**src/logic/hub75Pkg.sv**
```systemverilog
package hub75Pkg;

    ////////////////////////////////////////////////////////////
    // panel geometry
    ////////////////////////////////////////////////////////////

    // pixels on one row of a single panel
    localparam int panelWidth = 64;
    // rows per half panel, one row address value each
    localparam int scanRows = 16;
    // upper and lower half together
    localparam int panelRows = 2 * scanRows;
    localparam int rowAddrBits = $clog2(scanRows);

    // bits per colour channel, one bit plane each
    localparam int colorBits = 4;
    // host word packs red, green, blue from the top
    localparam int pixelWord = 3 * colorBits;

    ////////////////////////////////////////////////////////////
    // FM6126A configuration
    ////////////////////////////////////////////////////////////

    // register 12, all bits set except bit 0
    localparam logic [15:0] initReg12 = 16'hfffe;
    // register 13, only bit 9 set
    localparam logic [15:0] initReg13 = 16'h0200;
    // trailing pixels of each pass that carry latch
    localparam int latchLen12 = 12;
    localparam int latchLen13 = 13;

endpackage

```
**src/logic/brightnessReg.sv**
```systemverilog
`timescale 1ns/1ns

module brightnessReg (
    input  logic                                   clk_in,
    input  logic                                   reset,
    input  logic                                   brightWrEn,
    input  logic [hub75Pkg::colorBits-1:0]         brightValue,
    input  logic                                   planeStart,
    input  logic [$clog2(hub75Pkg::colorBits)-1:0] planeIndex,
    output logic                                   oeActive
);
    import hub75Pkg::*;

    // longest window is 2^colorBits shifted by the top plane
    localparam int countBits = 2 * colorBits;

    logic [colorBits-1:0] brightLevel;
    logic [countBits-1:0] windowCount;
    logic [countBits-1:0] windowLength;

    // level+1 cycles on plane 0, doubling for each higher plane
    assign windowLength = (countBits'(brightLevel) + 1'b1) << planeIndex;

    always_ff @(posedge clk_in or posedge reset) begin
        if (reset) begin
            // full brightness out of reset
            brightLevel <= '1;
            windowCount <= '0;
        end else begin
            if (brightWrEn) begin
                brightLevel <= brightValue;
            end
            // a new level only shows up on the next window load
            if (planeStart) begin
                windowCount <= windowLength;
            end else if (windowCount != '0) begin
                windowCount <= windowCount - 1'b1;
            end
        end
    end

    // high for exactly windowLength cycles after planeStart
    assign oeActive = (windowCount != '0);

endmodule

```
**config.mk**
```make
export PLATFORM = sky130hd
export DESIGN_NAME = brightnessReg
export DESIGN_NICKNAME = d
export VERILOG_FILES = /design/src/logic/hub75Pkg.sv /design/src/logic/brightnessReg.sv
export SDC_FILE = /design/constraint.sdc
export NUM_CORES = 1
export LEC_CHECK = 0
export BUFFER_PORTS_ARGS = -buffer_cell sky130_fd_sc_hd__buf_4
export CAP_MARGIN = 20
export CORE_MARGIN = 1
export CORE_UTILIZATION = 48
export CTS_CLUSTER_DIAMETER = 40
export DETAILED_ROUTE_END_ITERATION = 6
export GPL_TIMING_DRIVEN = 0
export PLACE_DENSITY = 0.65
export SETUP_SLACK_MARGIN = 0.3
export SLEW_MARGIN = 5
export SYNTH_ARGS = -nofsm -noshare
export SYNTH_HDL_FRONTEND = slang
export SYNTH_SLANG_ARGS = --single-unit
```
**constraint.sdc**
```tcl
create_clock -name clk_in -period 1.67 [get_ports clk_in]
set_input_delay 0.167 -clock clk_in [delete_from_list [all_inputs] [get_ports clk_in]]
set_output_delay 0.167 -clock clk_in [all_outputs]
set_load 0.02 [all_outputs]
```
-- Word level (Yosys, flattened, before mapping)
Index checks and enable logic that the tools add are counted.
W data, S select, Z words.
- mux-type cells: 2
- add/sub/neg operators: 2
- shift operators: 1
- reduce and logical (&&, ||, !) cells: 2
- operator list (kind ; count):
    $mux W8 ; 2
    $reduce_bool A8 Y1 ; 1
    $shl A5 B2 Y8 ; 1
    $sub A8 B1 Y8 const B ; 1
    $add A4 B1 Y5 const B ; 1
    $reduce_bool A2 Y1 ; 1
- word-level logic and storage cells: 9
- output and inout bits: 1
- register bits after elaboration: 12
- input bits: 10

-- Longest topological paths before layout
Gate-level depths: netlist of the first run.
- depth after elaboration: 3
- mapped depth: 6
- gate-level depth less buffers: 6

-- Worst setup path before layout of the first run
OpenSTA, ideal clock, no wires.
- path kind: register to register
- start point: register windowCount[2]
- end point: register windowCount[1]
- setup time: 0.083 ns
- stages on the path, launching flop included: 5
- slack: 0.120 ns
- path buffers: 0
- arrival time: 1.467 ns
- period minus slack after synthesis: 1.550 ns
- data required time: 1.587 ns
- cell sequence: dfrtp_1 nor4_4 nand4b_4 mux2_4 o22ai_2
- longest elaborated chain between the ends: 2
- ends and longest elaborated chain (what ; line ; source):
    start: declaration ; brightnessReg.sv:18 ; logic [countBits-1:0] windowCount;
    start signal: assignment ; brightnessReg.sv:35 ; windowCount <= windowLength;
    start signal: assignment ; brightnessReg.sv:37 ; windowCount <= windowCount - 1'b1;
    $reduce_bool A8 Y1 ; -- ;
    named net oeActive ; brightnessReg.sv:10 ; output logic oeActive
    $reduce_bool A2 Y1 (no line) ; -- ;
The timed path passes the listed nets, and every way through them passes these cells.
A chain may end at the register's enable or synchronous reset.

-- Final worst setup path of the first run
- start point: register windowCount[2]
- end point: register windowCount[1]
- longest elaborated chain between the ends: 2
- ends and longest elaborated chain (what ; line ; source):
    $reduce_bool A8 Y1 ; brightnessReg.sv:36 ; end else if (windowCount != '0) begin
    $reduce_bool A2 Y1 (no line) ; -- ;
No other way between the ends.

==> results_dict.tcl, run 1 <==
set metrics [dict create \
    status "complete, no violations" \
    yosysWarnings 0 \
    startpoint_type "register" \
    cts_buffer_depth 2 \
    dpl_worst_slack_ps 99.6 \
    syn_avg_cell_area_um2 9.69 \
    io_pins 11 \
    r2r-start "windowCount[2]" \
    grt_usage_pct 25.8 \
    path_buf_inv 1 \
    design.die.area_um2 1910 \
    worstHoldStart "brightWrEn" \
    path_max_fanout 6 \
    viasPerCell 6.04 \
    synth_largest_area_cell "dfrtp_1" \
    first_global_vias 837 \
    cts.clk_slew.worst_paths_ps 70 \
    crit_slowest_cell "dfrtp_2" \
    drt_iter0_drc 5 \
    worst_slack_ps 92.4 \
    die_h_um 43.7 \
    skew_ps 1.70 \
    min_path_cells 2 \
    routed_wl_um 2060 \
    antenna_found_initial 0 \
    clk_latency_ps 270 \
    rsz0062_at_grt "yes" \
    hold_viol 0 \
    drt_first_pass_iters 4 \
    worstMarginPinSlew_ps 542 \
    end_kind "register" \
    hold_end "brightLevel[0]" \
    cap_violations 0 \
    drc 0 \
    vias 773 \
    synth_seq_cells 12 \
    ff2ff_path_depth 5 \
    grt_overflow 0 \
    ys_types 32 \
    path_cells "nor4_4 > nand4b_4 > buf_12 > mux2_4 > o22ai_2" \
    tns_ps 0 \
    antenna_left 0 \
    grt_max_degree 13 \
    fp.dieW_um 43.7 \
    clock.fmax_mhz 634 \
    whs_ps 86.6 \
    slew_viol_final 0 \
    io_buffers 10 \
    netlist.area_leader.share_pct 24.0 \
    core_um2 1560 \
    max_slew_margin_pct 63.9 \
    gp_congestion 0.778 \
    htreeDepth 1 \
    cp.arrival_ps 1770 \
    setup_viol 0 \
    cts_num_sinks 12 \
    r2r-end "windowCount[1]" \
    r2r_slack_ps 90 \
    drive_above_1_share_pct 50.0 \
    routedWlPerCell_um 16.1 \
    crit_type "reg2reg" \
    final_nets 126 \
    p_leak_nw 0.499 \
    synth.area.top_cells "dfrtp_1 (24%), dfstp_2 (13%), ha_1 (4.5%)" \
    cts_tree "done" \
    antenna_cells 0 \
    cp.required_ps 1870 \
    period_needed_ps 1580 \
    power.density_nw_per_um2 991 \
    postSynthCellCount 86 \
    period_share_pct 94.5 \
    num_rows 14 \
    critPathTopFamily "simple AND/OR/NAND/NOR gates" \
    critPathMaxStageDelay_ps 430 \
    yosysSeqAreaShare_pct 36.6 \
    root_buffer "clkbuf_4" \
    dp_hpwl_um 1290 \
    start_util_pct 53.5 \
    syn2layout_area_growth_pct 41.1 \
    grt_pass1_wl_um 3640 \
    vdd_drop_max_v 0.000711 \
    hp-class "in2reg" \
    cts_buffers 3 \
    netlist_area_um2 833 \
    synth_fp_nets 99 \
]
-- through the flow --
step           instance area [µm²]  cells  utilization, %  total power [mW]
2_1_floorplan                  850     86               -             0.693
3_3_place_gp                   945    112            60.6             0.770
3_5_place_dp                   945    112            60.6             0.779
4_1_cts                       1110    124            71.5              1.11
5_1_grt                       1180    128            75.4              1.24
6_report                      1180    128            75.4              1.17
-- cell type report --
type,count,area [µm²]
multi-input combinational,65,597
fill,121,383
sequential,12,309
timing repair buffer,22,180
clock buffer,4,36.3
inverter,7,26.3
tap,16,20.0
buffer,2,7.51
-- how the worst max path moves through the flow --
stage | from | endpoint | slack (ps) | cells past startpoint
after CTS | windowCount[2] | oeActive | 100 | 3
after global placement | windowCount[5] | windowCount[1] | 110 | 4
after floorplan | windowCount[5] | windowCount[1] | 160 | 4
final | windowCount[2] | windowCount[1] | 90 | 5
after global routing | windowCount[2] | windowCount[1] | 60 | 5
after detailed placement | windowCount[5] | windowCount[1] | 100 | 4
-- synth_stat cells --
| cell | n |
|---|---|
| nor4bb_1 | 1 |
| or3_1 | 3 |
| nand4b_4 | 1 |
| a211oi_1 | 1 |
| xor2_1 | 3 |
| o22ai_2 | 1 |
| nand4_1 | 3 |
| mux2i_1 | 3 |
| nor3_1 | 4 |
| nand3b_1 | 2 |
| dfstp_2 | 4 |
| a32o_1 | 1 |
| a21boi_0 | 1 |
| nor2_1 | 3 |
| ha_1 | 3 |
| clkbuf_1 | 1 |
| mux2_2 | 3 |
| nor4_4 | 1 |
| xnor2_1 | 3 |
| inv_1 | 7 |
| nor3b_1 | 1 |
| o32ai_1 | 2 |
| a32o_2 | 1 |
| nand2_1 | 9 |
| mux2_4 | 1 |
| o21ai_0 | 5 |
| buf_1 | 1 |
| nand4b_1 | 1 |
| dfrtp_1 | 8 |
| a21oi_1 | 4 |
| nor2b_1 | 1 |
| a31oi_1 | 3 |
-- cells in the final DEF, fill, tap and decap left out, drive strengths merged --
| cell | count |
|---|---|
| o32ai | 2 |
| a211oi | 1 |
| dlygate4sd3 | 1 |
| inv | 7 |
| ha | 3 |
| nor2 | 3 |
| nor4 | 1 |
| nor4bb | 1 |
| a21oi | 4 |
| dfrtp | 8 |
| nand2 | 9 |
| nor3b | 1 |
| o21ai | 5 |
| xnor2 | 3 |
| xor2 | 3 |
| or3 | 3 |
| nand4b | 2 |
| buf | 22 |
| a21boi | 1 |
| o22ai | 1 |
| nand3b | 2 |
| nor3 | 4 |
| nand4 | 3 |
| mux2i | 3 |
| a32o | 2 |
| clkbuf | 5 |
| nor2b | 1 |
| dfstp | 4 |
| mux2 | 4 |
| a31oi | 3 |
-- report_power, final --
part           internal, mW  switching (mW)  leakage [nW]  total (mW)
Sequential            0.356          0.0750         0.138       0.431
Clock                 0.133          0.0969        0.0210       0.230
Combinational         0.273           0.232         0.340       0.505
Total                 0.762           0.404         0.499        1.17
-- state kept, by name, summed over array words and instances (netlist names) --
| register | count |
|---|---|
| windowCount | 8 |
| brightLevel | 4 |
-- routing by layer --
metal / part of all wire [%] / vias up / GRT usage (%)
li1: - / 371 / -
met1: 41 / 381 / 28.6
met2: 54 / 19 / 49.9
met3: 3.7 / 2 / 5.00
met4: 0.58 / 0 / 5.63
met5: 0 / - / 0
-- logic make-up after synthesis --
kind of cell               after synthesis  synth area share [%]
muxes                                    7                  9.46
DFF                                     12                  36.6
AOI/OAI and AO/OA                       19                  15.6
adders and majority gates                3                  4.50
xor gates and xnor gates                 6                  6.31
and+or+nand+nor                         30                  23.4
buffers and inverters                    9                  4.05
-- timing repair --
action	in CTS	in global routing
setup buffers	7	4
setup endpoints to repair	9	9
hold buffers	1	0
cloned	0	0
gates resized for setup	16	7
pin swaps	6	5
hold endpoints to repair	8	0
No activity file was read; power rests on OpenSTA's default activity.
==> inputs of run 2 (changes only) <==
- SETUP_SLACK_MARGIN: 0.3 -> not set
==> run 2 against run 1 <==
Compared with the run above: clock skew is 3.7 ps higher; highest routed layer unchanged; hold slack worse by 14 ps; largest power group is now registers; die area stayed put; first-iteration DRC count grew to 5.4 times the previous value; critical path type is now reg2out; combinational power is 22% lower.
==> results_dict.tcl, run 2 (synthesized netlist as in run 1, its figures left out) <==
set metrics [dict create \
    routedWlPerCell_um 14.7 \
    power.density_nw_per_um2 1020 \
    hp-class "in2reg" \
    viasPerCell 5.92 \
    fillers 134 \
    cts_tree "done" \
    num_rows 14 \
    cts_buffer_depth 2 \
    vias 728 \
    worstMarginPinSlew_ps 470 \
    io_pins 11 \
    reg_top3 "windowCount x8, brightLevel x4" \
    period_share_pct 95.6 \
    dpl_worst_slack_ps -17.3 \
    cts.clk_slew.worst_paths_ps 80 \
    most-common-layout-cells "buf_4 (15), nand2_1 (9), inv_1 (7), dfrtp_1 (7)" \
    p_leak_nw 0.447 \
    worst_slack_ps 73.4 \
    crit_type "reg2out" \
    crit_slowest_cell "dfrtp_2" \
    cts_buffers 3 \
    cp.arrival_ps 1430 \
    routed_wl_um 1810 \
    vdd_drop_max_v 0.000569 \
    end_kind "primary output" \
    period_needed_ps 1600 \
    gp_congestion 0.818 \
    drt_first_pass_iters 4 \
    start_util_pct 53.5 \
    ff2ff_path_depth 5 \
    slew_viol_final 0 \
    min_path_cells 2 \
    grt_max_degree 13 \
    antenna_found_initial 0 \
    cts_num_sinks 12 \
    path_max_fanout 5 \
    grt_usage_pct 21.9 \
    final_common_cell "buf_4" \
    skew_ps 5.41 \
    core_um2 1560 \
    startpoint_type "register" \
    cp.required_ps 1500 \
    critPathMaxStageDelay_ps 430 \
    syn2layout_area_growth_pct 24.8 \
    drc 0 \
    drive_above_1_share_pct 32.7 \
    first_global_vias 671 \
    htreeDepth 1 \
    rsz0062_at_grt "no" \
    hold_viol 0 \
    drt_iter0_drc 27 \
    die_h_um 43.7 \
    dp_hpwl_um 1250 \
    final_nets 121 \
    fp.dieW_um 43.7 \
    clk_latency_ps 280 \
    grt_overflow 0 \
    max_slew_margin_pct 68.6 \
    antenna_cells 0 \
    utilization_pct 66.7 \
    antenna_left 0 \
    cap_violations 0 \
    design.die.area_um2 1910 \
    register_area_um2 307 \
    root_buffer "clkbuf_4" \
    largest_register_ffs 8 \
    multi_input_area_um2 509 \
    setup_viol 0 \
    io_buffers 10 \
    path_cells "nor4_4 > nand4b_4 > buf_6" \
    grt_pass1_wl_um 3020 \
    clock.fmax_mhz 626 \
    status "complete, no violations" \
    regMostFlops "windowCount" \
]
run 2: cell count changes in the layout (fill, tap and decap cells not counted), sizes merged:
cell,before,now
buf,22,17
run 2: cell type report:
type / count / area share, %
multi-input cells: 65 / 49.0
flip-flops and latches: 12 / 29.5
repair buffers: 17 / 12.9
clock buffers: 4 / 3.49
inverters: 7 / 2.53
well taps: 16 / 1.93
plain buffers: 2 / 0.722
run 2: through the flow:
stage | power [mW] | hold WS [ps] | cell area (µm²) | TNS (ps) | instances
finish | 1.06 | 72.5 | 1040 | 0 | 123
global route | 1.13 | 84.3 | 1040 | 0 | 123
CTS | 1.02 | 65.9 | 988 | 0 | 118
detailed placement | 0.769 | 212 | 928 | -17.3 | 112
global placement | 0.762 | 195 | 928 | 0 | 112
floorplan | 0.684 | 28.8 | 833 | 0 | 86
run 2: where the power goes:
part	switching, mW	internal, mW
logic	0.178	0.215
registers	0.0749	0.354
clock network	0.106	0.133
run 2: final timing paths:
path / start / slack [ps] / to
max in group asynchronous: reset / 870 / brightLevel[2]
worst min register to register: brightLevel[0] / 590 / brightLevel[0]
min in group asynchronous: reset / 450 / windowCount[5]
worst min-delay path: brightWrEn / 70 / brightLevel[0]
worst max register to register: windowCount[2] / 90 / windowCount[5]
worst max-delay path: windowCount[2] / 70 / oeActive
run 2: metal layers:
layer / up-vias / global-route usage (%) / share of wire (%)
met3: 6 / 2.50 / 2.9
li1: 364 / - / -
met1: 338 / 28.2 / 45
met2: 20 / 36.1 / 50
met5: - / 0 / 0
met4: 0 / 11.3 / 2.0
run 2: critical path: cells and delay by family (launching register included):
| family | cells | cell delay [ps] |
|---|---|---|
| buffers and inverters | 1 | 170 |
| DFF | 1 | 430 |
| and+or+nand+nor | 2 | 540 |
run 2: repair_timing:
action,4_1_cts,5_1_grt
pin swaps,2,2
endpoints found under the setup margin,3,2
setup buffers,1,5
hold buffers,1,0
endpoints found under the hold margin,8,0
gates resized for setup,3,3
==> inputs of run 3 (changes only) <==
==> constraint.sdc (replaced) <==
create_clock -name clk_in -period 1.67 [get_ports clk_in]
set_input_delay 0.0835 -clock clk_in [delete_from_list [all_inputs] [get_ports clk_in]]
set_output_delay 0.0835 -clock clk_in [all_outputs]
set_load 0.02 [all_outputs]
==> run 3 against run 2 <==
Compared with the run above: flip-flop and latch count unchanged; non-clock buffer count decreased by 1; register-to-register slack about the same; via count decreased by 1.2%; hold slack got worse by 42 ps; global-route usage decreased by 0.087 points; clock skew increased by 0.64 ps.
==> results_dict.tcl, run 3 (synthesized netlist as in run 1, its figures left out) <==
set metrics [dict create \
    worst_slack_ps 54.2 \
    core_um2 1560 \
    startpoint_type "register" \
    power_mw 1.04 \
    skew_ps 6.05 \
    cts_tree "done" \
    num_rows 14 \
    worstMarginPinSlew_ps 469 \
    syn2layout_area_growth_pct 23.7 \
    drt_iter0_drc 12 \
    r2r-end "windowCount[5]" \
    cts_buffer_depth 2 \
    vias 719 \
    vdd_drop_max_v 0.000557 \
    grt_max_degree 13 \
    cp.required_ps 1590 \
    drive_above_1_share_pct 29.2 \
    cap_violations 0 \
    whs_ps 30.2 \
    period_share_pct 96.8 \
    end_kind "primary output" \
    grt_overflow 0 \
    routedWlPerCell_um 14.4 \
    worstHoldStart "brightValue[2]" \
    cts.clk_slew.worst_paths_ps 80 \
    min_path_cells 2 \
    hold_end "brightLevel[2]" \
    clock.fmax_mhz 619 \
    most-common-layout-cells "buf_4 (13), nand2_1 (9), inv_1 (7), dfrtp_1 (7)" \
    final_nets 120 \
    status "complete, no violations" \
    final_common_cell "buf_4" \
    antenna_found_initial 0 \
    clk_latency_ps 290 \
    crit_type "reg2out" \
    slew_viol_final 0 \
    design.die.area_um2 1910 \
    antenna_cells 0 \
    p_leak_nw 0.442 \
    drc 0 \
    max_slew_margin_pct 68.7 \
    cp.arrival_ps 1530 \
    die_h_um 43.7 \
    period_needed_ps 1620 \
    hp-class "in2reg" \
    ff2ff_path_depth 5 \
    cts_num_sinks 12 \
    largest_register_ffs 8 \
    fp.dieW_um 43.7 \
    viasPerCell 5.89 \
    cts_buffers 3 \
    reg_top3 "windowCount x8, brightLevel x4" \
    tns_ps 0 \
    root_buffer "clkbuf_4" \
    grt_usage_pct 21.8 \
    start_util_pct 53.5 \
    antenna_left 0 \
    r2r_slack_ps 80 \
    setup_viol 0 \
    dp_hpwl_um 1250 \
    hold_viol 0 \
    regMostFlops "windowCount" \
    gp_congestion 0.818 \
    io_pins 11 \
    io_buffers 10 \
    dpl_worst_slack_ps -17.3 \
    power.density_nw_per_um2 1010 \
    first_global_vias 688 \
    grt_pass1_wl_um 3000 \
    drt_first_pass_iters 4 \
    routed_wl_um 1760 \
    path_max_fanout 7 \
    htreeDepth 1 \
    r2r-start "windowCount[2]" \
    utilization_pct 66.1 \
]
run 3: layout make-up:
| type | instances | area [µm²] |
|---|---|---|
| Buffer | 2 | 7.51 |
| Clock buffer | 4 | 36.3 |
| Fill cell | 134 | 528 |
| Inverter | 7 | 26.3 |
| Multi-Input combinational cell | 65 | 507 |
| Sequential cell | 12 | 307 |
| Tap cell | 16 | 20.0 |
| Timing Repair Buffer | 16 | 128 |
run 3: repair_timing:
item	CTS	global route
pin swaps	1	1
hold endpoints to repair	9	0
hold buffers	3	0
gates resized for setup	2	2
setup endpoints to repair	3	3
buffers inserted	0	3
run 3: power by group:
part	switching [mW]	leakage, nW	internal (mW)	total, mW
Clock	0.108	0.0210	0.133	0.241
Combinational	0.171	0.281	0.202	0.373
Sequential	0.0766	0.141	0.354	0.430
Total	0.356	0.442	0.688	1.04
run 3: per-layer routing:
layer,GRT usage [%],vias up,part of all wire [%]
met1,27.7,331,45
li1,-,365,-
met4,11.3,0,2.4
met5,0,-,0
met2,36.4,18,49
met3,2.50,5,2.8
run 3: worst max-delay path, cell delays in order, from the launching register on:
cell and delay (ps):
dfrtp_2 430, nor4_4 270, buf_4 180, nand4b_4 170
buf_4 200
run 3: how the worst max path moves through the flow:
stage / start / to / slack (ps) / depth (start not counted)
2_1_floorplan: windowCount[2] / windowCount[1] / 120 / 4
3_3_place_gp: brightLevel[0] / windowCount[3] / 40 / 5
3_5_place_dp: brightLevel[0] / windowCount[3] / -20 / 5
4_1_cts: windowCount[5] / oeActive / 10 / 3
5_1_grt: windowCount[2] / oeActive / -10 / 4
6_report: windowCount[2] / oeActive / 50 / 4
run 3: per-stage QoR:
stage	area [µm²]	instances
after floorplan	833	86
after global placement	928	112
after detailed placement	928	112
after CTS	997	119
after global routing	1030	122
final	1030	122
