<file path="src/logic/hub75Pkg.sv">
package hub75Pkg;

    ////////////////////////////////////////////////////////////
    // panel geometry
    ////////////////////////////////////////////////////////////

    // pixels on one row of a single panel
    localparam int panelWidth = 64;
    // rows per half panel, one row address value each
    localparam int scanRows = 16;
    // upper and lower half together
    localparam int panelRows = 2 * scanRows;
    localparam int rowAddrBits = $clog2(scanRows);

    // bits per colour channel, one bit plane each
    localparam int colorBits = 4;
    // host word packs red, green, blue from the top
    localparam int pixelWord = 3 * colorBits;

    ////////////////////////////////////////////////////////////
    // FM6126A configuration
    ////////////////////////////////////////////////////////////

    // register 12, all bits set except bit 0
    localparam logic [15:0] initReg12 = 16'hfffe;
    // register 13, only bit 9 set
    localparam logic [15:0] initReg13 = 16'h0200;
    // trailing pixels of each pass that carry latch
    localparam int latchLen12 = 12;
    localparam int latchLen13 = 13;

endpackage

</file>
<file path="src/logic/rowScanner.sv">
`timescale 1ns/1ns

module rowScanner #(
    parameter int panelWidth = 64
) (
    input  logic                                   clk_in,
    input  logic                                   reset,
    input  logic [2:0]                             initRgb1,
    input  logic [2:0]                             initRgb2,
    input  logic                                   initLatch,
    input  logic                                   initOe,
    input  logic                                   initPixClk,
    input  logic                                   initDone,
    output logic [$clog2(panelWidth)-1:0]          rdAddr,
    output logic [hub75Pkg::rowAddrBits-1:0]       rdRow,
    input  logic [hub75Pkg::pixelWord-1:0]         rdUpper,
    input  logic [hub75Pkg::pixelWord-1:0]         rdLower,
    output logic                                   planeStart,
    output logic [$clog2(hub75Pkg::colorBits)-1:0] planeIndex,
    input  logic                                   oeActive,
    output logic [2:0]                             rgb1,
    output logic [2:0]                             rgb2,
    output logic [hub75Pkg::rowAddrBits-1:0]       rowAddr,
    output logic                                   latch,
    output logic                                   panelOe,
    output logic                                   pixClk
);
    import hub75Pkg::*;

    localparam int pixBits   = $clog2(panelWidth);
    localparam int planeBits = $clog2(colorBits);
    localparam logic [planeBits-1:0] topPlane = planeBits'(colorBits - 1);

    localparam logic [2:0] stateIdle  = 3'd0,
                           statePrep  = 3'd1,
                           stateLow   = 3'd2,
                           stateHigh  = 3'd3,
                           stateWait  = 3'd4,
                           stateLatch = 3'd5;

    logic [2:0]             state;
    logic [pixBits-1:0]     pixelCount;
    logic [planeBits-1:0]   plane;
    logic [rowAddrBits-1:0] scanRow;
    // row currently latched and shown on the panel
    logic [rowAddrBits-1:0] shownRow;
    logic                   scanLatch;
    logic                   scanPixClk;
    logic [2:0]             scanRgb1;
    logic [2:0]             scanRgb2;

    // bit p of each channel, packed as {r, g, b}
    function automatic logic [2:0] planeSlice(input logic [pixelWord-1:0] color,
                                              input logic [planeBits-1:0] p);
        logic [colorBits-1:0] red;
        logic [colorBits-1:0] green;
        logic [colorBits-1:0] blue;
        {red, green, blue} = color;
        return {red[p], green[p], blue[p]};
    endfunction

    ////////////////////////////////////////////////////////////
    // frame buffer fetch
    ////////////////////////////////////////////////////////////

    // look one pixel ahead in the high phase to cover read latency
    assign rdAddr = (state == stateHigh) ? pixelCount + 1'b1 : pixelCount;
    assign rdRow  = scanRow;

    // window for the plane just latched
    assign planeStart = (state == stateLatch);
    assign planeIndex = plane;

    ////////////////////////////////////////////////////////////
    // shift, latch and display sequence
    ////////////////////////////////////////////////////////////

    always_ff @(posedge clk_in or posedge reset) begin
        if (reset) begin
            state      <= stateIdle;
            pixelCount <= '0;
            plane      <= topPlane;
            scanRow    <= '0;
            shownRow   <= '0;
            scanLatch  <= 1'b0;
            scanPixClk <= 1'b0;
            scanRgb1   <= 3'b000;
            scanRgb2   <= 3'b000;
        end else begin
            case (state)
                stateIdle: begin
                    // init sequencer owns the pins until done
                    if (initDone) begin
                        state <= statePrep;
                    end
                end
                statePrep: begin
                    // pixel 0 address of the new row is in flight
                    state <= stateLow;
                end
                stateLow: begin
                    scanPixClk <= 1'b0;
                    scanRgb1   <= planeSlice(rdUpper, plane);
                    scanRgb2   <= planeSlice(rdLower, plane);
                    state      <= stateHigh;
                end
                stateHigh: begin
                    scanPixClk <= 1'b1;
                    pixelCount <= pixelCount + 1'b1;
                    if (pixelCount == pixBits'(panelWidth - 1)) begin
                        state <= stateWait;
                    end else begin
                        state <= stateLow;
                    end
                end
                stateWait: begin
                    scanPixClk <= 1'b0;
                    // previous plane may still be lit
                    if (!oeActive) begin
                        shownRow  <= scanRow;
                        scanLatch <= 1'b1;
                        state     <= stateLatch;
                    end
                end
                stateLatch: begin
                    scanLatch <= 1'b0;
                    // planes high to low, then on to the next row
                    if (plane == '0) begin
                        plane   <= topPlane;
                        scanRow <= scanRow + 1'b1;
                    end else begin
                        plane <= plane - 1'b1;
                    end
                    state <= statePrep;
                end
                default: begin
                    state <= stateIdle;
                end
            endcase
        end
    end

    ////////////////////////////////////////////////////////////
    // panel pins
    ////////////////////////////////////////////////////////////

    assign rgb1    = initDone ? scanRgb1 : initRgb1;
    assign rgb2    = initDone ? scanRgb2 : initRgb2;
    assign latch   = initDone ? scanLatch : initLatch;
    assign pixClk  = initDone ? scanPixClk : initPixClk;
    // blank except during the brightness window
    assign panelOe = initDone ? ~oeActive : initOe;
    assign rowAddr = shownRow;

endmodule

</file>
<file path="config.mk">
export PLATFORM = sky130hd
export DESIGN_NAME = rowScanner
export DESIGN_NICKNAME = d
export VERILOG_FILES = /design/src/logic/hub75Pkg.sv /design/src/logic/rowScanner.sv
export SDC_FILE = /design/constraint.sdc
export NUM_CORES = 1
export LEC_CHECK = 0
export BUFFER_PORTS_ARGS = -buffer_cell sky130_fd_sc_hd__clkbuf_2
export CAP_MARGIN = 20
export CELL_PAD_IN_SITES_DETAIL_PLACEMENT = 0
export CELL_PAD_IN_SITES_GLOBAL_PLACEMENT = 1
export CORE_MARGIN = 5
export CORE_UTILIZATION = 30
export CTS_CLUSTER_DIAMETER = 60
export DETAILED_ROUTE_END_ITERATION = 8
export PLACE_DENSITY = 0.7
export SYNTH_ARGS = -nofsm -noshare
export SYNTH_HDL_FRONTEND = slang
export SYNTH_SLANG_ARGS = --single-unit
</file>
<file path="constraint.sdc">
create_clock -name clk_in -period 2.5 [get_ports clk_in]
set_clock_uncertainty 0.2 [all_clocks]
set_input_delay 0 -clock clk_in [delete_from_list [all_inputs] [get_ports clk_in]]
set_output_delay 0 -clock clk_in [all_outputs]
set_load 0.02 [all_outputs]
</file>
Word-level counts from Yosys, hierarchy flattened
Cells that the tools add are included.
{"block": "totals", "regBits": 27, "in_bits": 37, "output_inout_bits": 26, "elab_cells": 57}
{"block": "op_classes", "add_sub_neg": 3, "order_cmp": 1, "eq_ne": 8, "mux": 26, "n_bitwise": 1, "reduce_logical": 9}
{"operator": "case mux 3 bit (6 select lines)", "n": 1}
{"operator": "2-to-1 mux 3 bit", "n": 5}
{"operator": "binary-select mux 1 bit (select 2 bit)", "n": 6}
{"operator": "2-to-1 mux 1 bit", "n": 10}
{"operator": "AND reduction 2 bit", "n": 4}
{"operator": "adder 6 x 1 -> 6 bit (second input constant)", "n": 1}
{"operator": "equality test 3 x 2 -> 1 bit (second input constant)", "n": 2}
{"operator": "equality test 3 bit (second input constant)", "n": 2}
{"operator": "equality test 6 bit (second input constant)", "n": 1}
{"operator": "2-to-1 mux 6 bit", "n": 1}
{"operator": "adder 4 x 1 -> 4 bit (second input constant)", "n": 1}
{"operator": "!= test 2 bit (second input constant)", "n": 2}
{"operator": "case mux 1 bit (2 select lines)", "n": 2}
{"operator": "nonzero test 2 bit", "n": 2}
{"operator": "equality test 3 x 1 -> 1 bit (second input constant)", "n": 1}
{"operator": "logical NOT 3 bit", "n": 1}
{"operator": "< comparator 2 x 3 -> 1 bit (second input constant)", "n": 1}
{"operator": "logical NOT 2 bit", "n": 1}
{"operator": "2-to-1 mux 2 bit", "n": 1}
{"operator": "OR reduction 2 bit", "n": 1}
{"operator": "subtractor 2 x 1 -> 2 bit (second input constant)", "n": 1}
{"operator": "inverter 1 bit", "n": 1}

Depth between registers and ports, before layout
Gate-level depths: netlist (run 1).
{"block": "logic_depth", "depth_word": 3, "ltp_mapped": 5, "mapped_depth_nobuf": 4}

Worst setup path after synthesis (run 1)
OpenSTA, ideal clock, no wires.
{"block": "synth_timing", "kind": "reg-to-reg", "start": "reg plane[1], in the netlist planeIndex[1]", "end": "reg scanRow[1], in the netlist rdRow[1]", "setup_time_ns": 0.128, "arrival_time_ns": 1.536, "required_time_ns": 2.172, "setup_slack_ns": 0.636, "path_stages_with_launch": 6, "path_buffers": 1, "synth_period_minus_slack_ns": 1.864, "cell_sequence": "dfstp_2 -> clkbuf_1 -> inv_1 -> ha_1 -> nand2_1 -> mux2_1"}
{"block": "synth_via", "elab_chain_cells": 2}
{"item": "start, declared", "line_no": "rowScanner.sv:43", "text": "logic [planeBits-1:0] plane;"}
{"item": "start signal, assigned", "line_no": "rowScanner.sv:82", "text": "plane <= topPlane;"}
{"item": "start signal, assigned", "line_no": "rowScanner.sv:129", "text": "plane <= topPlane;"}
{"item": "start signal, assigned", "line_no": "rowScanner.sv:132", "text": "plane <= plane - 1'b1;"}
{"item": "logical NOT 2 bit", "line_no": "rowScanner.sv:128", "text": "if (plane == '0) begin"}
{"item": "AND reduction 2 bit (no line)"}
{"item": "end signal, assigned", "line_no": "rowScanner.sv:130", "text": "scanRow <= scanRow + 1'b1;"}
{"item": "end, declared", "line_no": "rowScanner.sv:44", "text": "logic [rowAddrBits-1:0] scanRow;"}
Every way passes these cells.
A chain may end at the register's enable or synchronous reset.

Worst setup path after layout (run 1)
{"block": "layout_timing", "start": "reg plane[0], in the netlist planeIndex[0]", "end": "reg scanRgb1[0]"}
{"block": "layout_via", "elab_chain_cells": 2}
{"item": "binary-select mux 1 bit (select 2 bit)", "line_no": "rowScanner.sv:59", "text": "return {red[p], green[p], blue[p]};"}
{"item": "2-to-1 mux 1 bit (implied by the code)", "line_no": "rowScanner.sv:59"}
{"item": "end signal, assigned", "line_no": "rowScanner.sv:103", "text": "scanRgb1 <= planeSlice(rdUpper, plane);"}
{"item": "end, declared", "line_no": "rowScanner.sv:49", "text": "logic [2:0] scanRgb1;"}
Every way passes these cells. The select of a mux whose other input is x is not followed.

==> results of run 1 <==
## per-layer routing
| metal | up-vias | share of wire (%) |
|---|---|---|
| li1 | 543 | - |
| met5 | - | 0 |
| met2 | 17 | 58 |
| met4 | 0 | 1.2 |
| met1 | 550 | 37 |
| met3 | 4 | 3.0 |
## cell families (layout without fill, tap and decap cells)
kind of cell             Yosys count  after routing  synth area share [%]
AO/OA/AOI/OAI                      8              8                  3.63
XOR/XNOR                           8              8                  4.96
adder cells (fa/ha/maj)            3              3                  2.66
buffers and inverters             11             87                  3.72
flip-flops                        27             27                  48.0
multiplexers                      27             27                  26.2
AND/OR/NAND/NOR                   27             27                  10.8
## layout make-up
class	instances	area share, %
flip-flops and latches	27	34.4
inverters	6	1.14
multi-input cells	73	34.6
clock buffers	4	2.28
repair buffers	77	24.2
well taps	54	3.42
## worst max-delay path, cell delays in order (launching register included)
cell	delay, ns
dfstp_2	0.69
mux4_2	0.53
dlygate4sd3_1	0.57
mux2_2	0.26
## flip-flops by register name (all words and copies together), names as in the netlist
register	cells
pixelCount	6
scanLatch	1
rowAddr	4
scanRgb2	3
scanRgb1	3
state	3
rdRow	4
planeIndex	2
scanPixClk	1
## per-stage QoR
| stage | cell area, sq um | hold WS, ns | cells | worst slack, ns |
|---|---|---|---|---|
| 2_1_floorplan | 1410 | -0.149 | 111 | 0.636 |
| 3_3_place_gp | 1760 | 0.0780 | 222 | 0.718 |
| 3_5_place_dp | 1760 | 0.0777 | 222 | 0.689 |
| 4_1_cts | 1950 | 0.0999 | 240 | 0.131 |
| 5_1_grt | 1970 | 0.0176 | 241 | 0.0582 |
| 6_report | 1970 | -0.000893 | 241 | 0.136 |
## synthesized netlist by cell type, drive strengths merged
cell type and instances:
dfrtp 25, nor2 7, a21oi 3, xor2 1, xnor2 7, a211oi 1, nand2 5, nand2b 2
dfstp 2, nand3b 1, a21o 2, inv 6, nand3 2, ha 3, mux2i 1, nor2b 1
nor3 2, mux2 20, o32ai 1, nand4 4, clkbuf 1, and3b 1, o21ai 1, mux4 6
and3 2, buf 4
## path summary, 6_finish.rpt
kind / from / to / slack [ns] / cells past startpoint
worst max register to register: planeIndex[0]$_DFFE_PP1P_ / scanRgb1[0]$_DFFE_PP0P_ / 0.14 / 3
worst min register to register: scanLatch$_DFFE_PP0P_ / scanLatch$_DFFE_PP0P_ / 0.28 / 1
max in group asynchronous: reset / planeIndex[1]$_DFFE_PP1P_ / 1.63 / 4
min in group clk_in: initDone / state[0]$_DFFE_PP0P_ / 0.09 / 4
worst max-delay path: planeIndex[0]$_DFFE_PP1P_ / scanRgb1[0]$_DFFE_PP0P_ / 0.14 / 3
worst min-delay path: reset / scanRgb1[2]$_DFFE_PP0P_ / -0.0009 / 3
## repair_timing
item,in CTS,in global routing
endpoints found under the hold margin,37,0
hold buffers,14,0
setup endpoints to repair,0,0
## power by group
| part | internal [W] | switching, W | leakage, nW |
|---|---|---|---|
| Clock | 0.000114 | 0.000123 | 0.0228 |
| Sequential | 0.000548 | 0.000101 | 0.332 |
| Combinational | 0.000260 | 0.000325 | 0.623 |
| Total | 0.000921 | 0.000550 | 0.978 |
==> flow_summary_export.csv, run 1 <==
group,metric,value,unit
layout,syn2layout_area_growth,39.7,%
clock_tree,cts_max_level,1,
synthesis,yosysUniqueCellTypes,30,
power,p_total,0.00147,W
layout,antenna_cells,0,
synthesis,syn_avg_cell_area,12.7,sq um
place,finalWeightedCongestion,0.759,
clock_tree,ctsResizeCount,0,
status,status,"finished, violations left",
timing,hold_ws,-0.000893,ns
synthesis,synth_top_area_share,44.3,%
clock_tree,cts_setup_buffers,0,
timing,fin_crit,2.36,ns
setup_path,cp.required,2.45,ns
timing,slew_violations,0,
synthesis,ys_seq_elements,27,
drt,vias_per_cell,4.62,
power,peakVddDrop,0.309,mV
run,max-cap-violations,0,
synthesis,synth_area_leaders,"dfrtp_1 44%, mux2_2 11%, mux4_2 9.6%",
timing,tightestPinTransition,0.343,ns
layout,final_cell_mix,"62 x clkbuf_2, 25 x dfrtp_1, 14 x mux2_2, 14 x dlygate4sd3_1",
place,numPortBuffers,62,
clock_tree,cts_inserted_buffers,3,
drt,totalWireLength,3410,microns
synthesis,ys_seq_area_share,48.0,%
status,violations,"negative hold slack",
place,hpwl,2700,microns
global_routing,met2_usage,21.4,%
floorplanning,core_area,4660,sq um
timing,timing.slew.headroom,77.0,%
global_routing,grt_max_degree,28,
drt,wl_per_cell,14.2,microns
global_routing,gr-usage-met1,11.8,%
timing,hold_viol_final,3,
global_routing,grt_pass1_wl,5400,microns
setup_path,endpoint_kind,"flip-flop",
floorplanning,num_rows,25,
floorplanning,design.die.area,6180,sq um
global_routing,antenna_found_initial,0,
clock_tree,numClockSinks,27,
layout,layout-drive-gt1-share,48.7,%
global_routing,top_usage_layer,"met2",
layout,post-route-util,42.3,%
global_routing,grtUsageTotal,10.9,%
layout,fill_cells,446,
clock_tree,insertion_delay,0.26,ns
global_routing,first_global_vias,1185,
timing,fmax,423,MHz
global_routing,grt_use_met3,0.917,%
drt,first_iter_violations,48,
clock_tree,clk_pin_slew_worst_paths,0.09,ns
layout,regArea,678,sq um
timing,setup_viol,0,
synthesis,synth_nets,151,
synthesis,yosys.area.top_type,"dfrtp_1",
floorplanning,die_x,78.6,microns
timing,rsz0062_at_grt,"no",
clock_tree,clock_path_buffers,2,
power,power.density,746,nW/um^2
floorplanning,initial_core_util,30.3,%
setup_path,critPathArrivalTime,2.32,ns
synthesis,syn_area,1410,sq um
floorplanning,io_pins,63,
synthesis,synth_cells,111,
drt,remaining_drc_errors,0,
setup_path,path_class,"reg -> reg",
layout,layout_commonest_cell,"clkbuf_2",
clock_tree,cts_root_buffer,"clkbuf_8",
layout,final_nets,228,
floorplanning,die_h,78.6,microns
drt,drt_first_pass_iters,4,
synthesis,synth_warnings,0,
drt,dr_total_vias,1114,
global_routing,grt-ovfl-total,0,
setup_path,start_kind,"flip-flop",
layout,multi_input_area,682,sq um
clock_tree,tritoncts,"yes",
drt,detail-route-antenna-nets,0,
setup_path,worstPathMaxFanout,10,
timing,final.setup.tns,0,ns
worst_hold_path,hold_class,"in -> async",
timing,fin_crit_sh,94.5,%
power,p_leak,0.978,nW
No activity file was read; power rests on OpenSTA's default activity.
==> run 2: changes to the inputs <==
Settings changed: MAX_ROUTING_LAYER set to met4.
==> run 2 against run 1 <==
Compared with the run above:
- the run still ends with negative hold slack left
- maximum frequency is essentially flat
- cell count is the same
- largest power group unchanged
- via count grew 0.81%
- count of clock-buffer cells in the layout is the same
- register-to-register slack is essentially flat
- highest routed layer unchanged
- sequential power is essentially flat
- core utilization is the same
- global-route usage grew 0.30 points
- combinational power is essentially flat
- sequential cell count is the same
- worst hold slack lost 0.0021 ns
==> flow_summary_export.csv, run 2 (same netlist as run 1, synthesis figures left out) <==
group,metric,value,unit
status,status,"finished, violations left",
status,violations,"negative hold slack",
drt,first_iter_violations,57,
layout,finalNonFillerCells,241,
floorplanning,design.die.area,6180,sq um
floorplanning,core_area,4660,sq um
place,hpwl,2700,microns
layout,final_cell_mix,"62 x clkbuf_2, 25 x dfrtp_1, 14 x mux2_2, 14 x dlygate4sd3_1",
drt,totalWireLength,3410,microns
run,max-cap-violations,0,
layout,layout_commonest_cell,"clkbuf_2",
timing,fmax,423,MHz
power,power.density,747,nW/um^2
global_routing,grt_max_degree,28,
timing,fin_crit,2.36,ns
power,p_leak,0.978,nW
timing,hold_viol_final,4,
floorplanning,io_pins,63,
clock_tree,ctsResizeCount,0,
drt,remaining_drc_errors,0,
layout,largest_reg_flops,6,
timing,tightestPinTransition,0.341,ns
clock_tree,insertion_delay,0.26,ns
setup_path,endpoint_kind,"flip-flop",
layout,layout-drive-gt1-share,48.7,%
worst_hold_path,hold_class,"in -> async",
place,numPortBuffers,62,
clock_tree,cts_inserted_buffers,3,
setup_path,start_kind,"flip-flop",
timing,hold_ws,-0.00301,ns
clock_tree,cts_setup_buffers,0,
timing,setup_viol,0,
layout,antenna_cells,0,
timing,timing.slew.headroom,77.2,%
setup_path,path_class,"reg -> reg",
timing,fin_crit_sh,94.6,%
layout,final_nets,228,
floorplanning,initial_core_util,30.3,%
clock_tree,clock_path_buffers,2,
global_routing,grt_pass1_wl,5400,microns
drt,dr_total_vias,1123,
power,peakVddDrop,0.309,mV
global_routing,first_global_vias,1185,
setup_path,rr_worst_depth,3,
timing,rsz0062_at_grt,"no",
timing,slew_violations,0,
floorplanning,die_x,78.6,microns
clock_tree,numClockSinks,27,
setup_path,cp.required,2.46,ns
setup_path,worstPathMaxFanout,10,
drt,detail-route-antenna-nets,0,
layout,largest_register,"pixelCount",
clock_tree,clk_pin_slew_worst_paths,0.09,ns
clock_tree,cts_max_level,1,
setup_path,r2r_slack,0.14,ns
clock_tree,tritoncts,"yes",
place,finalWeightedCongestion,0.769,
global_routing,grtUsageTotal,11.2,%
global_routing,antenna_found_initial,0,
layout,post-route-util,42.3,%
setup_path,r2r_end,"scanRgb1[0]$_DFFE_PP0P_",
timing,final.setup.tns,0,ns
drt,drt_first_pass_iters,4,
layout,syn2layout_area_growth,39.7,%
global_routing,grt-ovfl-total,0,
drt,vias_per_cell,4.66,
power,p_total,0.00147,W
clock_tree,cts_root_buffer,"clkbuf_8",
setup_path,crit-reg2reg-launch,"planeIndex[0]$_DFFE_PP1P_",
floorplanning,die_h,78.6,microns
place,place_inst,222,
drt,wl_per_cell,14.1,microns
floorplanning,num_rows,25,
setup_path,critPathArrivalTime,2.32,ns
[run 2: cell counts in the layout (fill, tap and decap cells not counted)]
No cell type changed its count.
[run 2: worst max path at each step]
stage                         startpoint                      end  cells after the start
2_1_floorplan  planeIndex[1]$_DFFE_PP1P_     rdRow[1]$_DFFE_PP0P_                      5
6_report       planeIndex[0]$_DFFE_PP1P_  scanRgb1[0]$_DFFE_PP0P_                      3
4_1_cts        planeIndex[0]$_DFFE_PP1P_  scanRgb1[2]$_DFFE_PP0P_                      3
3_3_place_gp   planeIndex[0]$_DFFE_PP1P_  scanRgb2[2]$_DFFE_PP0P_                      2
5_1_grt        planeIndex[0]$_DFFE_PP1P_  scanRgb1[2]$_DFFE_PP0P_                      3
3_5_place_dp   planeIndex[0]$_DFFE_PP1P_  scanRgb1[2]$_DFFE_PP0P_                      2
[run 2: repair_timing]
| action | in CTS | in global routing |
|---|---|---|
| hold endpoints to repair | 37 | 0 |
| hold buffers | 14 | 0 |
| setup endpoints to repair | 0 | 0 |
[run 2: critical path: stages, from the launching register on]
cell           delay (ns)
dfstp_2              0.69
mux4_2               0.53
dlygate4sd3_1        0.57
mux2_2               0.26
[run 2: power breakdown]
| group | leakage (nW) | total (W) | switching (W) | internal, W |
|---|---|---|---|---|
| Clock | 0.0228 | 0.000240 | 0.000126 | 0.000114 |
| Combinational | 0.623 | 0.000585 | 0.000325 | 0.000260 |
| Sequential | 0.332 | 0.000649 | 0.000101 | 0.000548 |
| Total | 0.978 | 0.00147 | 0.000552 | 0.000921 |
[run 2: per-layer routing]
metal  up-vias  global-route usage (%)  share of wire (%)
met5         -                       -                  0
met4         0                    4.72                1.2
met3         4                   0.688                2.1
met2        17                    21.4                 58
met1       559                    11.9                 39
li1        543                       -                  -
[run 2: cell type report]
| type | instances | area [sq um] |
|---|---|---|
| Inverter | 6 | 22.5 |
| Timing Repair Buffer | 77 | 478 |
| Fill cell | 446 | 2690 |
| Multi-Input combinational cell | 73 | 682 |
| Clock buffer | 4 | 45.0 |
| Sequential cell | 27 | 678 |
| Tap cell | 54 | 67.6 |
[run 2: metrics by stage]
step / area (sq um) / hold slack, ns / setup slack (ns)
after floorplan: 1410 / -0.149 / 0.636
after global placement: 1760 / 0.0780 / 0.718
after detailed placement: 1760 / 0.0777 / 0.689
after CTS: 1950 / 0.0999 / 0.131
after global routing: 1970 / 0.0176 / 0.0582
final: 1970 / -0.00301 / 0.136
==> run 3: changes to the inputs <==
Settings changed: PLACE_DENSITY 0.7 to 0.73.
Clock period 2.5 ns to 2 ns, I/O delays scaled along.
==> run 3 against run 2 <==
Compared with the run above:
- combinational power is 25% higher
- highest routed layer unchanged
- worst hold slack better by 0.10 ns
- critical path depth stayed put
- the run now ends clean
- via count is 5.5% higher
- register-to-register slack better by 0.06 ns
- sequential cell count stayed put
- largest power group unchanged
- die area stayed put
- wire length is 1.9% higher
- clock power is 29% higher
- non-clock buffer count is 12 higher
- sequential share of layout area is 1.7 points lower
- count of clock-buffer cells in the layout is 1 lower
==> flow_summary_export.csv, run 3 (same netlist as run 1, synthesis figures left out) <==
group,metric,value,unit
timing,fin_crit,1.81,ns
power,p_leak,1.02,nW
drt,vias_per_cell,4.68,
clock_tree,clock_path_buffers,2,
clock_tree,cts_root_buffer,"clkbuf_8",
floorplanning,die_h,78.6,microns
layout,largest_reg_flops,6,
floorplanning,die_x,78.6,microns
layout,post-route-util,44.6,%
setup_path,critical_path.n_buffers_inverters,1,
setup_path,cp_top_family,"flip-flops",
timing,hold_ws,0.101,ns
timing,timing.slew.headroom,76.5,%
floorplanning,io_pins,63,
place,numPortBuffers,62,
timing,fin_crit_sh,90.7,%
layout,antenna_cells,0,
drt,detail-route-antenna-nets,0,
clock_tree,clk_pin_slew_worst_paths,0.09,ns
drt,wl_per_cell,13.7,microns
timing,tightestPinTransition,0.353,ns
timing,fmax,551,MHz
setup_path,start_kind,"flip-flop",
timing,hold_viol_final,0,
setup_path,crit_start,"state[2]$_DFFE_PP0P_",
setup_path,crit-reg2reg-launch,"planeIndex[0]$_DFFE_PP1P_",
layout,fill_cells,455,
setup_path,endpoint_kind,"primary output",
setup_path,critPathArrivalTime,1.61,ns
layout,regArea,679,sq um
layout,layout_commonest_cell,"clkbuf_2",
layout,layout-drive-gt1-share,47.2,%
clock_tree,numClockSinks,27,
setup_path,crit_chain,"and3b_2 -> mux2_1 -> clkbuf_2",
power,peakVddDrop,0.351,mV
power,power.density,896,nW/um^2
global_routing,grt_max_degree,28,
status,status,"finished, final reports clean",
layout,final_cell_mix,"62 x clkbuf_2, 26 x dlygate4sd3_1, 24 x dfrtp_1",
timing,setup_viol,0,
global_routing,grt-ovfl-total,0,
timing,slew_violations,0,
timing,rsz0062_at_grt,"no",
global_routing,antenna_found_initial,0,
drt,first_iter_violations,43,
place,hpwl,2510,microns
global_routing,grtUsageTotal,12.0,%
place,placed_cell_area,1770,sq um
clock_tree,cts_inserted_buffers,3,
worst_hold_path,hold_class,"in -> reg",
global_routing,first_global_vias,1265,
timing,final.setup.tns,0,ns
worst_hold_path,worstHoldStart,"initDone",
run,max-cap-violations,0,
floorplanning,design.die.area,6180,sq um
power,p_total,0.00186,W
floorplanning,initial_core_util,30.3,%
layout,largest_register,"pixelCount",
setup_path,cp.required,1.80,ns
setup_path,path_class,"reg -> out",
drt,dr_total_vias,1185,
layout,design_area,2080,sq um
layout,syn2layout_area_growth,47.0,%
layout,final_nets,240,
drt,totalWireLength,3470,microns
layout,multi_input_area,683,sq um
clock_tree,insertion_delay,0.27,ns
clock_tree,cts_max_level,1,
drt,drt_first_pass_iters,3,
setup_path,max_stage_delay,0.48,ns
floorplanning,num_rows,25,
place,finalWeightedCongestion,0.794,
clock_tree,tritoncts,"yes",
floorplanning,core_area,4660,sq um
setup_path,worstPathMaxFanout,8,
drt,remaining_drc_errors,0,
setup_path,slowest_stage,"dfrtp_1",
global_routing,grt_pass1_wl,5780,microns
run 3: cell types whose count changed in the layout (fill, tap and decap cells not counted):
cell	change
dfrtp_1	-1
buf_16	-1
and3b_2	+1
clkbuf_1	-1
dfrtp_2	+1
clkinv_2	+1
and3b_1	-1
dlygate4sd3_1	+12
buf_4	+1
run 3: metrics by stage:
step                setup slack [ns]  instances
global placement               0.207        223
CTS                           0.0702        253
global route                  0.0214        253
detailed placement             0.195        223
floorplan                      0.136        111
finish                         0.186        253
run 3: worst reg2reg max path: cells and delay by family, from the launching register on:
| family | cells | cell delay (ns) |
|---|---|---|
| flops | 1 | 0.70 |
| mux | 2 | 0.80 |
run 3: path summary, 6_finish.rpt:
path | endpoint | cells after the start | slack (ns)
min reg2reg | rowAddr[0]$_DFFE_PP0P_ | 1 | 0.30
max reg2reg | scanRgb1[2]$_DFFE_PP0P_ | 2 | 0.20
max in group asynchronous | planeIndex[0]$_DFFE_PP1P_ | 4 | 1.18
max | rdAddr[1] | 3 | 0.19
min in group asynchronous | pixelCount[2]$_DFF_PP0_ | 4 | 0.11
min | state[0]$_DFFE_PP0P_ | 4 | 0.10
run 3: final cells by class:
cell class / instances / share of cell area (%)
multi-input cells: 73 / 32.9
flip-flops and latches: 27 / 32.7
repair buffers: 89 / 27.8
well taps: 54 / 3.25
clock buffers: 3 / 1.99
inverters: 6 / 1.08
clock inverters: 1 / 0.241
run 3: what timing repair did:
action | CTS | global route
buffers inserted | 0 | 0
hold endpoints to repair | 39 | 0
endpoints found under the setup margin | 0 | 4
gates resized for setup | 0 | 2
hold buffers | 26 | 0
run 3: per-layer routing:
metal	up-vias	global-route usage, %	part of all wire [%]	wire length, microns
met4	0	3.67	1.4	50
met5	-	-	0	0
met3	6	1.61	2.9	102
li1	569	-	-	-
met1	582	14.5	44	1510
met2	28	20.7	52	1800
run 3: power breakdown:
part           total, W  internal, W  leakage, nW  switching [W]
clock          0.000310     0.000139       0.0255       0.000171
combinational  0.000734     0.000336        0.665       0.000398
sequential     0.000815     0.000686        0.331       0.000129
